===== config.mk =====
export PLATFORM = sky130hd
export DESIGN_NAME = hwloop_unit
export DESIGN_NICKNAME = d
export VERILOG_FILES = /design/src/verilog/hwloop_pkg.sv /design/src/verilog/hwloop_unit.sv /design/src/verilog/pc_sequencer.sv /design/src/verilog/hwloop_controller.sv /design/src/verilog/hwloop_regs.sv /design/src/verilog/hwloop_cmd_decoder.sv
export VERILOG_INCLUDE_DIRS = /design/src /design/src/verilog
export SDC_FILE = /design/constraint.sdc
export NUM_CORES = 1
export LEC_CHECK = 0
export BUFFER_PORTS_ARGS = -buffer_cell sky130_fd_sc_hd__buf_4
export CAP_MARGIN = 40
export CORE_MARGIN = 2
export CORE_UTILIZATION = 49
export DETAILED_ROUTE_END_ITERATION = 16
export PLACE_DENSITY = 0.74
export SYNTH_ARGS = -nofsm -noshare
export SYNTH_HDL_FRONTEND = slang
export SYNTH_HIERARCHICAL = 1
export SYNTH_SLANG_ARGS = --single-unit

===== constraint.sdc =====
create_clock -name clk -period 6.25 [get_ports clk]
set_clock_uncertainty 0.15 [all_clocks]
set_input_delay 0.625 -clock clk [delete_from_list [all_inputs] [get_ports clk]]
set_output_delay 0.625 -clock clk [all_outputs]
set_load 0.02 [all_outputs]

===== src/verilog/hwloop_config.svh =====
`ifndef HWLOOP_CONFIG_SVH
`define HWLOOP_CONFIG_SVH

// number of hardware loop registers
// loop 0 has the highest priority and is the inner loop
`define HWLP_N_REGS 2

// width of a pc, start address or end address
`define HWLP_ADDR_W 32

// width of the iteration counter
`define HWLP_CNT_W 32

// first pc presented after reset
`define HWLP_RESET_PC 32'h0000_0100

`endif

===== src/verilog/hwloop_pkg.sv =====
`default_nettype none

package hwloop_pkg;

`include "hwloop_config.svh"

  // setup command opcodes, one field per command
  typedef enum logic [1:0] {
    OP_SET_START = 2'd0,
    OP_SET_END   = 2'd1,
    OP_SET_COUNT = 2'd2
  } hwlp_op_e;

  // index width, at least one bit even for a single loop
  localparam int unsigned HWLP_IDX_W = (`HWLP_N_REGS > 1) ? $clog2(`HWLP_N_REGS) : 1;

  typedef logic [`HWLP_ADDR_W-1:0] hwlp_addr_t;
  typedef logic [`HWLP_CNT_W-1:0]  hwlp_cnt_t;
  typedef logic [HWLP_IDX_W-1:0]   hwlp_idx_t;

endpackage

`default_nettype wire


===== src/verilog/hwloop_unit.sv =====
`timescale 1ns/1ps
`default_nettype none

`include "hwloop_config.svh"

module hwloop_unit import hwloop_pkg::*; (
  input  logic        clk,
  input  logic        rst_n,
  // setup commands
  input  logic        cmd_valid_i,
  output logic        cmd_ready_o,
  input  hwlp_op_e    cmd_op_i,
  input  hwlp_idx_t   cmd_idx_i,
  input  logic [31:0] cmd_data_i,
  // pc stream
  output logic        pc_valid_o,
  input  logic        pc_ready_i,
  output hwlp_addr_t  pc_o,
  output logic        pc_from_loop_o
);

  // decoder to regs
  logic        wr_en;
  hwlp_op_e    wr_op;
  hwlp_idx_t   wr_idx;
  logic [31:0] wr_data;

  // regs to controller
  hwlp_addr_t start_addr [`HWLP_N_REGS];
  hwlp_addr_t end_addr   [`HWLP_N_REGS];
  hwlp_cnt_t  count      [`HWLP_N_REGS];

  // controller outputs
  logic [`HWLP_N_REGS-1:0] dec_cnt;
  logic                    hwlp_jump;
  hwlp_addr_t              hwlp_targ_addr;

  logic retire;

  hwloop_cmd_decoder hwloop_cmd_decoder_i (
    .clk         (clk),
    .rst_n       (rst_n),
    .cmd_valid_i (cmd_valid_i),
    .cmd_ready_o (cmd_ready_o),
    .cmd_op_i    (cmd_op_i),
    .cmd_idx_i   (cmd_idx_i),
    .cmd_data_i  (cmd_data_i),
    .dec_cnt_i   (dec_cnt),
    .wr_en_o     (wr_en),
    .wr_op_o     (wr_op),
    .wr_idx_o    (wr_idx),
    .wr_data_o   (wr_data)
  );

  hwloop_regs hwloop_regs_i (
    .clk          (clk),
    .rst_n        (rst_n),
    .wr_en_i      (wr_en),
    .wr_op_i      (wr_op),
    .wr_idx_i     (wr_idx),
    .wr_data_i    (wr_data),
    .dec_cnt_i    (dec_cnt),
    .start_addr_o (start_addr),
    .end_addr_o   (end_addr),
    .count_o      (count)
  );

  // current pc is the presented one
  hwloop_controller hwloop_controller_i (
    .cur_pc_i         (pc_o),
    .retire_i         (retire),
    .start_addr_i     (start_addr),
    .end_addr_i       (end_addr),
    .count_i          (count),
    .hwlp_jump_o      (hwlp_jump),
    .hwlp_targ_addr_o (hwlp_targ_addr),
    .dec_cnt_o        (dec_cnt)
  );

  pc_sequencer pc_sequencer_i (
    .clk              (clk),
    .rst_n            (rst_n),
    .pc_valid_o       (pc_valid_o),
    .pc_ready_i       (pc_ready_i),
    .pc_o             (pc_o),
    .pc_from_loop_o   (pc_from_loop_o),
    .hwlp_jump_i      (hwlp_jump),
    .hwlp_targ_addr_i (hwlp_targ_addr),
    .retire_o         (retire)
  );

endmodule

`default_nettype wire


===== src/verilog/pc_sequencer.sv =====
`timescale 1ns/1ps
`default_nettype none

`include "hwloop_config.svh"

module pc_sequencer import hwloop_pkg::*; (
  input  logic       clk,
  input  logic       rst_n,
  // pc stream
  output logic       pc_valid_o,
  input  logic       pc_ready_i,
  output hwlp_addr_t pc_o,
  output logic       pc_from_loop_o,
  // loop decision for the current pc
  input  logic       hwlp_jump_i,
  input  hwlp_addr_t hwlp_targ_addr_i,
  output logic       retire_o
);

  logic       valid_q;
  hwlp_addr_t pc_q;
  logic       from_loop_q;

  // a pc retires on its own handshake
  assign retire_o = valid_q && pc_ready_i;

  ////////////////////
  // pc register
  ////////////////////

  always_ff @(posedge clk or negedge rst_n) begin
    if (!rst_n) begin
      valid_q     <= 1'b0;
      pc_q        <= hwlp_addr_t'(`HWLP_RESET_PC);
      from_loop_q <= 1'b0;
    end else begin
      // stream runs forever once out of reset
      valid_q <= 1'b1;
      if (retire_o) begin
        if (hwlp_jump_i) begin
          pc_q <= hwlp_targ_addr_i;
        end else begin
          pc_q <= pc_q + hwlp_addr_t'(4);
        end
        // marks the pc that a loop jump produced
        from_loop_q <= hwlp_jump_i;
      end
    end
  end

  assign pc_valid_o     = valid_q;
  assign pc_o           = pc_q;
  assign pc_from_loop_o = from_loop_q;

endmodule

`default_nettype wire


===== src/verilog/hwloop_controller.sv =====
`timescale 1ns/1ps
`default_nettype none

`include "hwloop_config.svh"

module hwloop_controller import hwloop_pkg::*; (
  input  hwlp_addr_t              cur_pc_i,
  input  logic                    retire_i,
  // loop register contents
  input  hwlp_addr_t              start_addr_i [`HWLP_N_REGS],
  input  hwlp_addr_t              end_addr_i   [`HWLP_N_REGS],
  input  hwlp_cnt_t               count_i      [`HWLP_N_REGS],
  // towards the sequencer
  output logic                    hwlp_jump_o,
  output hwlp_addr_t              hwlp_targ_addr_o,
  // towards regs and decoder
  output logic [`HWLP_N_REGS-1:0] dec_cnt_o
);

  hwlp_addr_t              next_pc;
  logic [`HWLP_N_REGS-1:0] match;
  logic [`HWLP_N_REGS-1:0] cnt_multi;

  // sequential successor of the retiring pc
  assign next_pc = cur_pc_i + hwlp_addr_t'(4);

  ////////////////////
  // end detection
  ////////////////////

  // one comparator per loop
  for (genvar g = 0; g < `HWLP_N_REGS; g++) begin : g_cmp
    // a count of zero never matches
    assign match[g] = retire_i
                    && (next_pc == end_addr_i[g])
                    && (count_i[g] != '0);
    // two or more left, so the body runs again
    assign cnt_multi[g] = (count_i[g] > hwlp_cnt_t'(1));
  end

  ////////////////////
  // priority pick
  ////////////////////

  // walk from the top so the lowest match is the last write
  always_comb begin
    dec_cnt_o        = '0;
    hwlp_jump_o      = 1'b0;
    hwlp_targ_addr_o = '0;
    for (int j = `HWLP_N_REGS-1; j >= 0; j--) begin
      if (match[j]) begin
        dec_cnt_o        = '0;
        dec_cnt_o[j]     = 1'b1;
        // last iteration falls through, counter still drops to zero
        hwlp_jump_o      = cnt_multi[j];
        hwlp_targ_addr_o = start_addr_i[j];
      end
    end
  end

endmodule

`default_nettype wire


===== src/verilog/hwloop_regs.sv =====
`timescale 1ns/1ps
`default_nettype none

`include "hwloop_config.svh"

module hwloop_regs import hwloop_pkg::*; (
  input  logic                    clk,
  input  logic                    rst_n,
  input  logic                    wr_en_i,
  input  hwlp_op_e                wr_op_i,
  input  hwlp_idx_t               wr_idx_i,
  input  logic [31:0]             wr_data_i,
  input  logic [`HWLP_N_REGS-1:0] dec_cnt_i,
  output hwlp_addr_t              start_addr_o [`HWLP_N_REGS],
  output hwlp_addr_t              end_addr_o   [`HWLP_N_REGS],
  output hwlp_cnt_t               count_o      [`HWLP_N_REGS]
);

  hwlp_addr_t start_q [`HWLP_N_REGS];
  hwlp_addr_t end_q   [`HWLP_N_REGS];
  hwlp_cnt_t  count_q [`HWLP_N_REGS];

  // addresses are word aligned, low two bits dropped
  hwlp_addr_t wr_addr;
  assign wr_addr = hwlp_addr_t'(wr_data_i) & ~hwlp_addr_t'(3);

  ////////////////////
  // loop storage
  ////////////////////

  always_ff @(posedge clk or negedge rst_n) begin
    if (!rst_n) begin
      for (int i = 0; i < `HWLP_N_REGS; i++) begin
        start_q[i] <= '0;
        end_q[i]   <= '0;
        count_q[i] <= '0;
      end
    end else begin
      for (int i = 0; i < `HWLP_N_REGS; i++) begin
        // command write, decoder keeps it away from a decrementing loop
        if (wr_en_i && wr_idx_i == hwlp_idx_t'(i)) begin
          case (wr_op_i)
            OP_SET_START: start_q[i] <= wr_addr;
            OP_SET_END:   end_q[i]   <= wr_addr;
            OP_SET_COUNT: count_q[i] <= hwlp_cnt_t'(wr_data_i);
            default: ;
          endcase
        end
        // one iteration consumed
        if (dec_cnt_i[i]) begin
          count_q[i] <= count_q[i] - hwlp_cnt_t'(1);
        end
      end
    end
  end

  assign start_addr_o = start_q;
  assign end_addr_o   = end_q;
  assign count_o      = count_q;

endmodule

`default_nettype wire


===== src/verilog/hwloop_cmd_decoder.sv =====
`timescale 1ns/1ps
`default_nettype none

`include "hwloop_config.svh"

module hwloop_cmd_decoder import hwloop_pkg::*; (
  input  logic                    clk,
  input  logic                    rst_n,
  input  logic                    cmd_valid_i,
  output logic                    cmd_ready_o,
  input  hwlp_op_e                cmd_op_i,
  input  hwlp_idx_t               cmd_idx_i,
  input  logic [31:0]             cmd_data_i,
  input  logic [`HWLP_N_REGS-1:0] dec_cnt_i,
  output logic                    wr_en_o,
  output hwlp_op_e                wr_op_o,
  output hwlp_idx_t               wr_idx_o,
  output logic [31:0]             wr_data_o
);

  // one-entry holding slot
  logic        slot_vld_q;
  hwlp_op_e    slot_op_q;
  hwlp_idx_t   slot_idx_q;
  logic [31:0] slot_data_q;

  logic conflict;
  logic drain;

  // the controller is decrementing the loop this write targets
  assign conflict = slot_vld_q && dec_cnt_i[slot_idx_q];
  assign drain    = slot_vld_q && !conflict;

  // accept into an empty slot or one that empties this cycle
  assign cmd_ready_o = !slot_vld_q || drain;

  always_ff @(posedge clk or negedge rst_n) begin
    if (!rst_n) begin
      slot_vld_q <= 1'b0;
    end else if (cmd_valid_i && cmd_ready_o) begin
      slot_vld_q <= 1'b1;
    end else if (drain) begin
      slot_vld_q <= 1'b0;
    end
  end

  // payload only, qualified by slot_vld_q
  always_ff @(posedge clk) begin
    if (cmd_valid_i && cmd_ready_o) begin
      slot_op_q   <= cmd_op_i;
      slot_idx_q  <= cmd_idx_i;
      slot_data_q <= cmd_data_i;
    end
  end

  // write pulse towards the loop registers
  assign wr_en_o   = drain;
  assign wr_op_o   = slot_op_q;
  assign wr_idx_o  = slot_idx_q;
  assign wr_data_o = slot_data_q;

endmodule

`default_nettype wire


# == Word level (Yosys, flattened, before mapping) ==
# Index checks and enable logic that the tools add are counted.
# op_classes
add_sub_neg,3
n_mux,16
n_bitwise,1
magnitude_cmp,3
n_eq_ne,4
n_reduce_logical,27
# ops
operator,count
$mux W32,8
$eq A32 B32 Y1,2
$gt A32 B1 Y1 const B,2
$reduce_bool A32 Y1,2
$sub A32 B1 Y32 const B,2
$add A32 B3 Y32 const B,1
$reduce_and A2 Y1,6
$logic_and A1 B1 Y1,10
$reduce_bool A2 Y1,5
$mux W1,6
$mux W2,2
$eq A2 B1 Y1 const B,1
$eq A2 B2 Y1 const B,1
$logic_not A1 Y1,2
$logic_not A2 Y1,1
$lt A1 B2 Y1 const B,1
$logic_or A1 B1 Y1,1
$not A1 Y1,1
# totals
regBits,254
elab_cells,67

# == Longest topological paths before layout ==
# logic_depth
word_depth,14
ltp_mapped,21
ltp_nobuf,16

# == Modules after synthesis ==
# Netlist, hierarchy kept.
# by_module_without_submodules
mod,n_inst,area_per_inst_um2,cells_per_inst
hwloop_regs,1,8575.7,726
hwloop_controller,1,2920.3,363
pc_sequencer,1,2118.3,251
hwloop_cmd_decoder,1,1117.3,42

# == Worst setup path before layout ==
# Ideal clock, no wire load.
# synth_path
kind,reg2reg
start,reg pc_sequencer_i.pc_q[2] (netlist: pc_sequencer_i/pc_o[2])
end,reg hwloop_cmd_decoder_i.slot_data_q[0] (netlist: hwloop_cmd_decoder_i/wr_data_o[0]) (enable)
arrival_time_ps,5743
required_time_ps,5663
synth_period_minus_slack_ps,6329
stages_incl_launch_ff,15
slack_ps,-79
cell_sequence,dfrtp_1 ha_1 nand4_1 or4_4 buf_6 nor4_1 xnor2_1 xnor2_1 or4_1 or4_1 buf_2 buf_6 and3_1 mux2_4 a21boi_1
# synth_via
elab_chain_cells,13
# synth_lines
item,line,source
from (decl),pc_sequencer.sv:21,hwlp_addr_t pc_q;
from (signal assigned),pc_sequencer.sv:34,pc_q <= hwlp_addr_t'(`HWLP_RESET_PC);
from (signal assigned),pc_sequencer.sv:41,pc_q <= hwlp_targ_addr_i;
from (signal assigned),pc_sequencer.sv:43,pc_q <= pc_q + hwlp_addr_t'(4);
$add A32 B3 Y32 *,hwloop_controller.sv:25,assign next_pc = cur_pc_i + hwlp_addr_t'(4);
$eq A32 B32 Y1,hwloop_controller.sv:35,&& (next_pc == end_addr_i[g])
$logic_and A1 B1 Y1,hwloop_controller.sv:35,
$logic_and A1 B1 Y1,hwloop_controller.sv:36,&& (count_i[g] != '0);
$mux W2,hwloop_controller.sv:51,if (match[j]) begin
$mux W2 *,hwloop_controller.sv:51,
net dec_cnt[1],hwloop_unit.sv:34,logic [`HWLP_N_REGS-1:0] dec_cnt;
$mux W1 (implied by the code) * (2 in series),hwloop_cmd_decoder.sv:31,assign conflict = slot_vld_q && dec_cnt_i[slot_idx_q];
$logic_and A1 B1 Y1 *,hwloop_cmd_decoder.sv:31,
$logic_not A1 Y1 *,hwloop_cmd_decoder.sv:32,assign drain = slot_vld_q && !conflict;
$logic_and A1 B1 Y1 *,hwloop_cmd_decoder.sv:32,
$logic_or A1 B1 Y1 *,hwloop_cmd_decoder.sv:35,assign cmd_ready_o = !slot_vld_q || drain;
$logic_and A1 B1 Y1 *,hwloop_cmd_decoder.sv:49,if (cmd_valid_i && cmd_ready_o) begin
to (signal assigned),hwloop_cmd_decoder.sv:52,slot_data_q <= cmd_data_i;
to (decl),hwloop_cmd_decoder.sv:25,logic [31:0] slot_data_q;
# Mark *: on every way through the listed nets, which the timed path passes. The rest lies on a longest branch. The select of a mux whose other input is x is not followed.
# A chain may end at the register's enable or synchronous reset.

# == Worst setup path after layout ==
# layout_path
start,reg pc_sequencer_i.pc_q[3] (netlist: pc_sequencer_i/pc_o[3])
end,out cmd_ready_o
# layout_lines
item,line,source
$add A32 B3 Y32,hwloop_controller.sv:25,
$eq A32 B32 Y1,hwloop_controller.sv:35,
$logic_and A1 B1 Y1,hwloop_controller.sv:35,
$logic_and A1 B1 Y1,hwloop_controller.sv:36,
$mux W2,hwloop_controller.sv:51,
net dec_cnt[0],hwloop_unit.sv:34,
$mux W1 (implied by the code) (2 in series),hwloop_cmd_decoder.sv:31,
$logic_and A1 B1 Y1,hwloop_cmd_decoder.sv:31,
$logic_not A1 Y1,hwloop_cmd_decoder.sv:32,
$logic_and A1 B1 Y1,hwloop_cmd_decoder.sv:32,
$logic_or A1 B1 Y1,hwloop_cmd_decoder.sv:35,
to (decl),hwloop_unit.sv:11,"output logic cmd_ready_o,"
# The timed path passes the listed nets, and every way through them passes these cells. The select of a mux whose other input is x is not followed.

==> summary.md <==
| Metric | Value |
|---|---|
| CP Capture Type | output port |
| Core footprint | 29,600 µm² |
| Synth cell types | 82 |
| Worst Path Arrival | 5.14 ns |
| PortBufs | 73 |
| Die W | 177 µm |
| Sequential fraction of design power | 0.464 |
| Post-DP Area | 15,700 µm² |
| First-iteration detailed-routing DRC count | 866 |
| Root Driver | clkbuf_16 |
| Number of synthesized register bits | 254 |
| Ys Warns | 6 |
| Starting Density | 0.497 |
| Most frequent cells in the layout | dfrtp_1, mux2_2, buf_4 |
| Top FF cell, synth | dfrtp_1 |
| Minimum clock period | 5.92 ns |
| First-pass GRT wire length | 61,500 µm |
| Critical Path RT | 5.47 ns |
| Startpoint class of the critical path | register |
| NetSw | 0.00164 W |
| Crit-path max cell delay | 0.69 ns |
| Sequential area share after synthesis | 0.443 |
| Unrepaired setup endpoints after global routing | false |
| Final setup violation count | 0 |
| Initial antenna violation count | 0 |
| Hold Path Cell Cnt | 1 |
| Max Buffers Root-to-Sink | 3 |
| Die Ht | 177 µm |
| Cts bufs inserted | 28 |
| Skew-Pair Late Insertion Delay | 0.57 ns |
| Slew @ Worst Pin | 0.854 ns |
| DRT antenna net count | 0 |
| Max Cap Viol | 0 |
| Largest net degree at the start of global routing | 104 |
| Cell depth of the worst flop-to-flop path | 15 |
| Most common cell after layout, fill and taps aside | dfrtp_1 |
| GPL Wtd Cong | 0.904 |
| Fraction of layout cells with a size suffix above 1 | 0.238 |
| Cell-by-cell trace of the critical path | ha_1 -> nand4_1 -> or4_4 -> nor4_1 -> xnor2_1 -> xnor2_1 -> or4_1 -> or4_2 -> buf_4 -> inv_2 -> mux2_4 -> nand2_1 -> buf_4 |
| Clock-pin slew on the worst setup and hold paths | 0.06 ns |
| Max VDD drop | 239 µV |
| Slew margin rel. | 0.431 |
| Finished Cell Area | 16,700 µm² |
| Pre-antenna DRT Iters | 7 |
| Nets | 1,477 |
| Fillers | 2,531 |
| Combinational power share | 0.221 |
| Critical path class | reg -> out |
| Number of remaining DRC errors | 0 |
| Final setup TNS | 0 ns |
| Crit path max-delay family | simple AND/OR/NAND/NOR gates |
| DP Wirelength | 27,400 µm |
| N_diodes | 0 |
| Num ports | 74 |
| Leak | 6.80 nW |
| Drt wl/cell | 21.3 µm |
| Gr usage total | 0.249 |
| CTS Sinks | 254 |
| CP max-delay cell | or4_2 |
| Vias | 11.4k |
| Hold worst-path end | hwloop_cmd_decoder_i/wr_op_o[1] |
| Vias per cell | 6.19 |
| Final hold vios | 0 |
| Reg-to-reg slack, setup | 0.40 ns |
| Routed wire length | 39,300 µm |
| Number of flops mapped to enable cells by yosys | 35 |
| Reg2reg end | pc_sequencer_i/pc_o[22] |
| Synth Cell Area | 14,700 µm² |
| FMAX | 169 MHz |
| Synth Area per Inst | 10.7 µm² |
| Critical hold path startpoint | cmd_op_i[1] |
| H-tree levels | 1 |
| Clock tree from TritonCTS | done |
| Finished Core Util | 0.562 |
| RR Startpoint | pc_sequencer_i/pc_o[3] |
| Status | finished clean |
| Final period util | 0.947 |
| PwrDens | 321 nW/µm² |
| CP max FO | 34 |
| WHS | 0.0831 ns |
| Buffers & Inverters on Critical Path | 3 |
| Internal power | 0.00371 W |
| Area Overhead vs Synth | 13.1% |
| Clock share of power | 0.314 |
| Rows | 63 |
| Syn Inst Count | 1,382 |
| Vias in the first global route | 10.9k |
| Count of pins over their slew limit | 0 |
| Switch share | 0.306 |
| Die area | 31,500 µm² |
| Hold/Removal Path Class | in -> reg |
| Remaining global-route overflow | 0 |
| Ys async rst share | 0.862 |
==> power by group through the flow <==
stage	registers [W]	clock network, W	logic (W)
after floorplan	0.00238	0	0.000912
after global placement	0.00247	0	0.00113
after detailed placement	0.00250	0	0.00117
after CTS	0.00248	0.00171	0.00118
after global routing	0.00254	0.00179	0.00131
final	0.00248	0.00168	0.00118
==> worst max path at each step <==
stage,start,end,cells after the start
floorplan,pc_sequencer_i/pc_o[2],hwloop_regs_i/start_addr_o[34],17
global placement,pc_sequencer_i/pc_o[3],hwloop_regs_i/count_o[35],15
detailed placement,pc_sequencer_i/pc_o[3],hwloop_regs_i/count_o[43],15
CTS,pc_sequencer_i/pc_o[3],hwloop_regs_i/count_o[43],15
global route,pc_sequencer_i/pc_o[3],cmd_ready_o,13
finish,pc_sequencer_i/pc_o[3],cmd_ready_o,13
==> cells in the mapped netlist (all sizes together) (4+ instances only) <==
library cell	instances	area (µm²)
mux2	156	1860
clkbuf	68	258
xnor2	94	823
or4	18	150
a311oi	6	58.8
a211oi	58	435
nand3b	4	30.0
o211ai	5	37.5
a21o	4	30.0
nor2b	10	62.6
and2	48	300
xor2	31	272
nand3	34	170
mux2i	18	180
dfrtp	218	5460
o22ai	4	25.0
a21oi	72	360
nand4	30	218
ha	4	50.1
edfxtp	35	1050
nor4	54	389
o21bai	4	30.0
nand2b	8	50.1
buf	26	200
and3	50	313
nor3	46	245
and4	5	45.0
or3	24	150
o21ai	46	230
nand2	59	221
or2	6	37.5
nor3b	4	30.0
xnor3	7	158
a31oi	10	62.6
inv	21	78.8
a2bb2oi	4	35.0
o31ai	5	42.5
nor2	39	154
o2111ai	4	35.0
==> per-stage QoR <==
stage,power [W],instances,setup WS [ns]
floorplan,0.00329,1389,0.605
global placement,0.00361,1790,0.337
detailed placement,0.00367,1790,0.0523
CTS,0.00537,1842,0.0569
global route,0.00563,1845,0.0364
finish,0.00535,1845,0.331
==> what timing repair did <==
item / in CTS / in global routing
endpoints found under the hold margin: 8 / 0
setup buffers: 0 / 2
hold buffers: 1 / 0
resized for setup: 0 / 2
endpoints found under the setup margin: 0 / 26
==> kinds of logic after synthesis <==
family                     after synthesis  synth area share
AOI/OAI and AO/OA                      251             0.112
xor gates and xnor gates               132            0.0850
adders and majority gates                4           0.00340
buffers and inverters                  116            0.0367
DFF                                    254             0.443
muxes                                  174             0.139
other                                    2          0.000510
and+or+nand+nor                        449             0.181
==> flip-flops by register name (all words and copies together) (netlist names) <==
signal	flops
hwloop_cmd_decoder_i/wr_op_o	2
pc_sequencer_i/pc_valid_o	1
hwloop_regs_i/end_addr_o	60
pc_sequencer_i/pc_from_loop_o	1
hwloop_cmd_decoder_i/slot_vld_q	1
pc_sequencer_i/pc_o	32
hwloop_regs_i/start_addr_o	60
hwloop_cmd_decoder_i/wr_data_o	32
hwloop_regs_i/count_o	64
hwloop_cmd_decoder_i/wr_idx_o	1
==> area by class of cell <==
class / instances / area, µm² / share of cell area
well taps: 390 / 488 / 0.0293
inverters: 22 / 82.6 / 0.00496
clock inverters: 10 / 131 / 0.00788
multi-input cells: 1020 / 7760 / 0.466
clock buffers: 41 / 821 / 0.0493
flip-flops and latches: 254 / 6530 / 0.392
repair buffers: 108 / 846 / 0.0508
==> metal layers <==
metal | wire [µm] | global-route usage
met5 | 0 | 0
met4 | 1330 | 0.0847
met3 | 2600 | 0.0428
met2 | 18200 | 0.394
met1 | 17200 | 0.345
(Power assumes the default switching activity.)
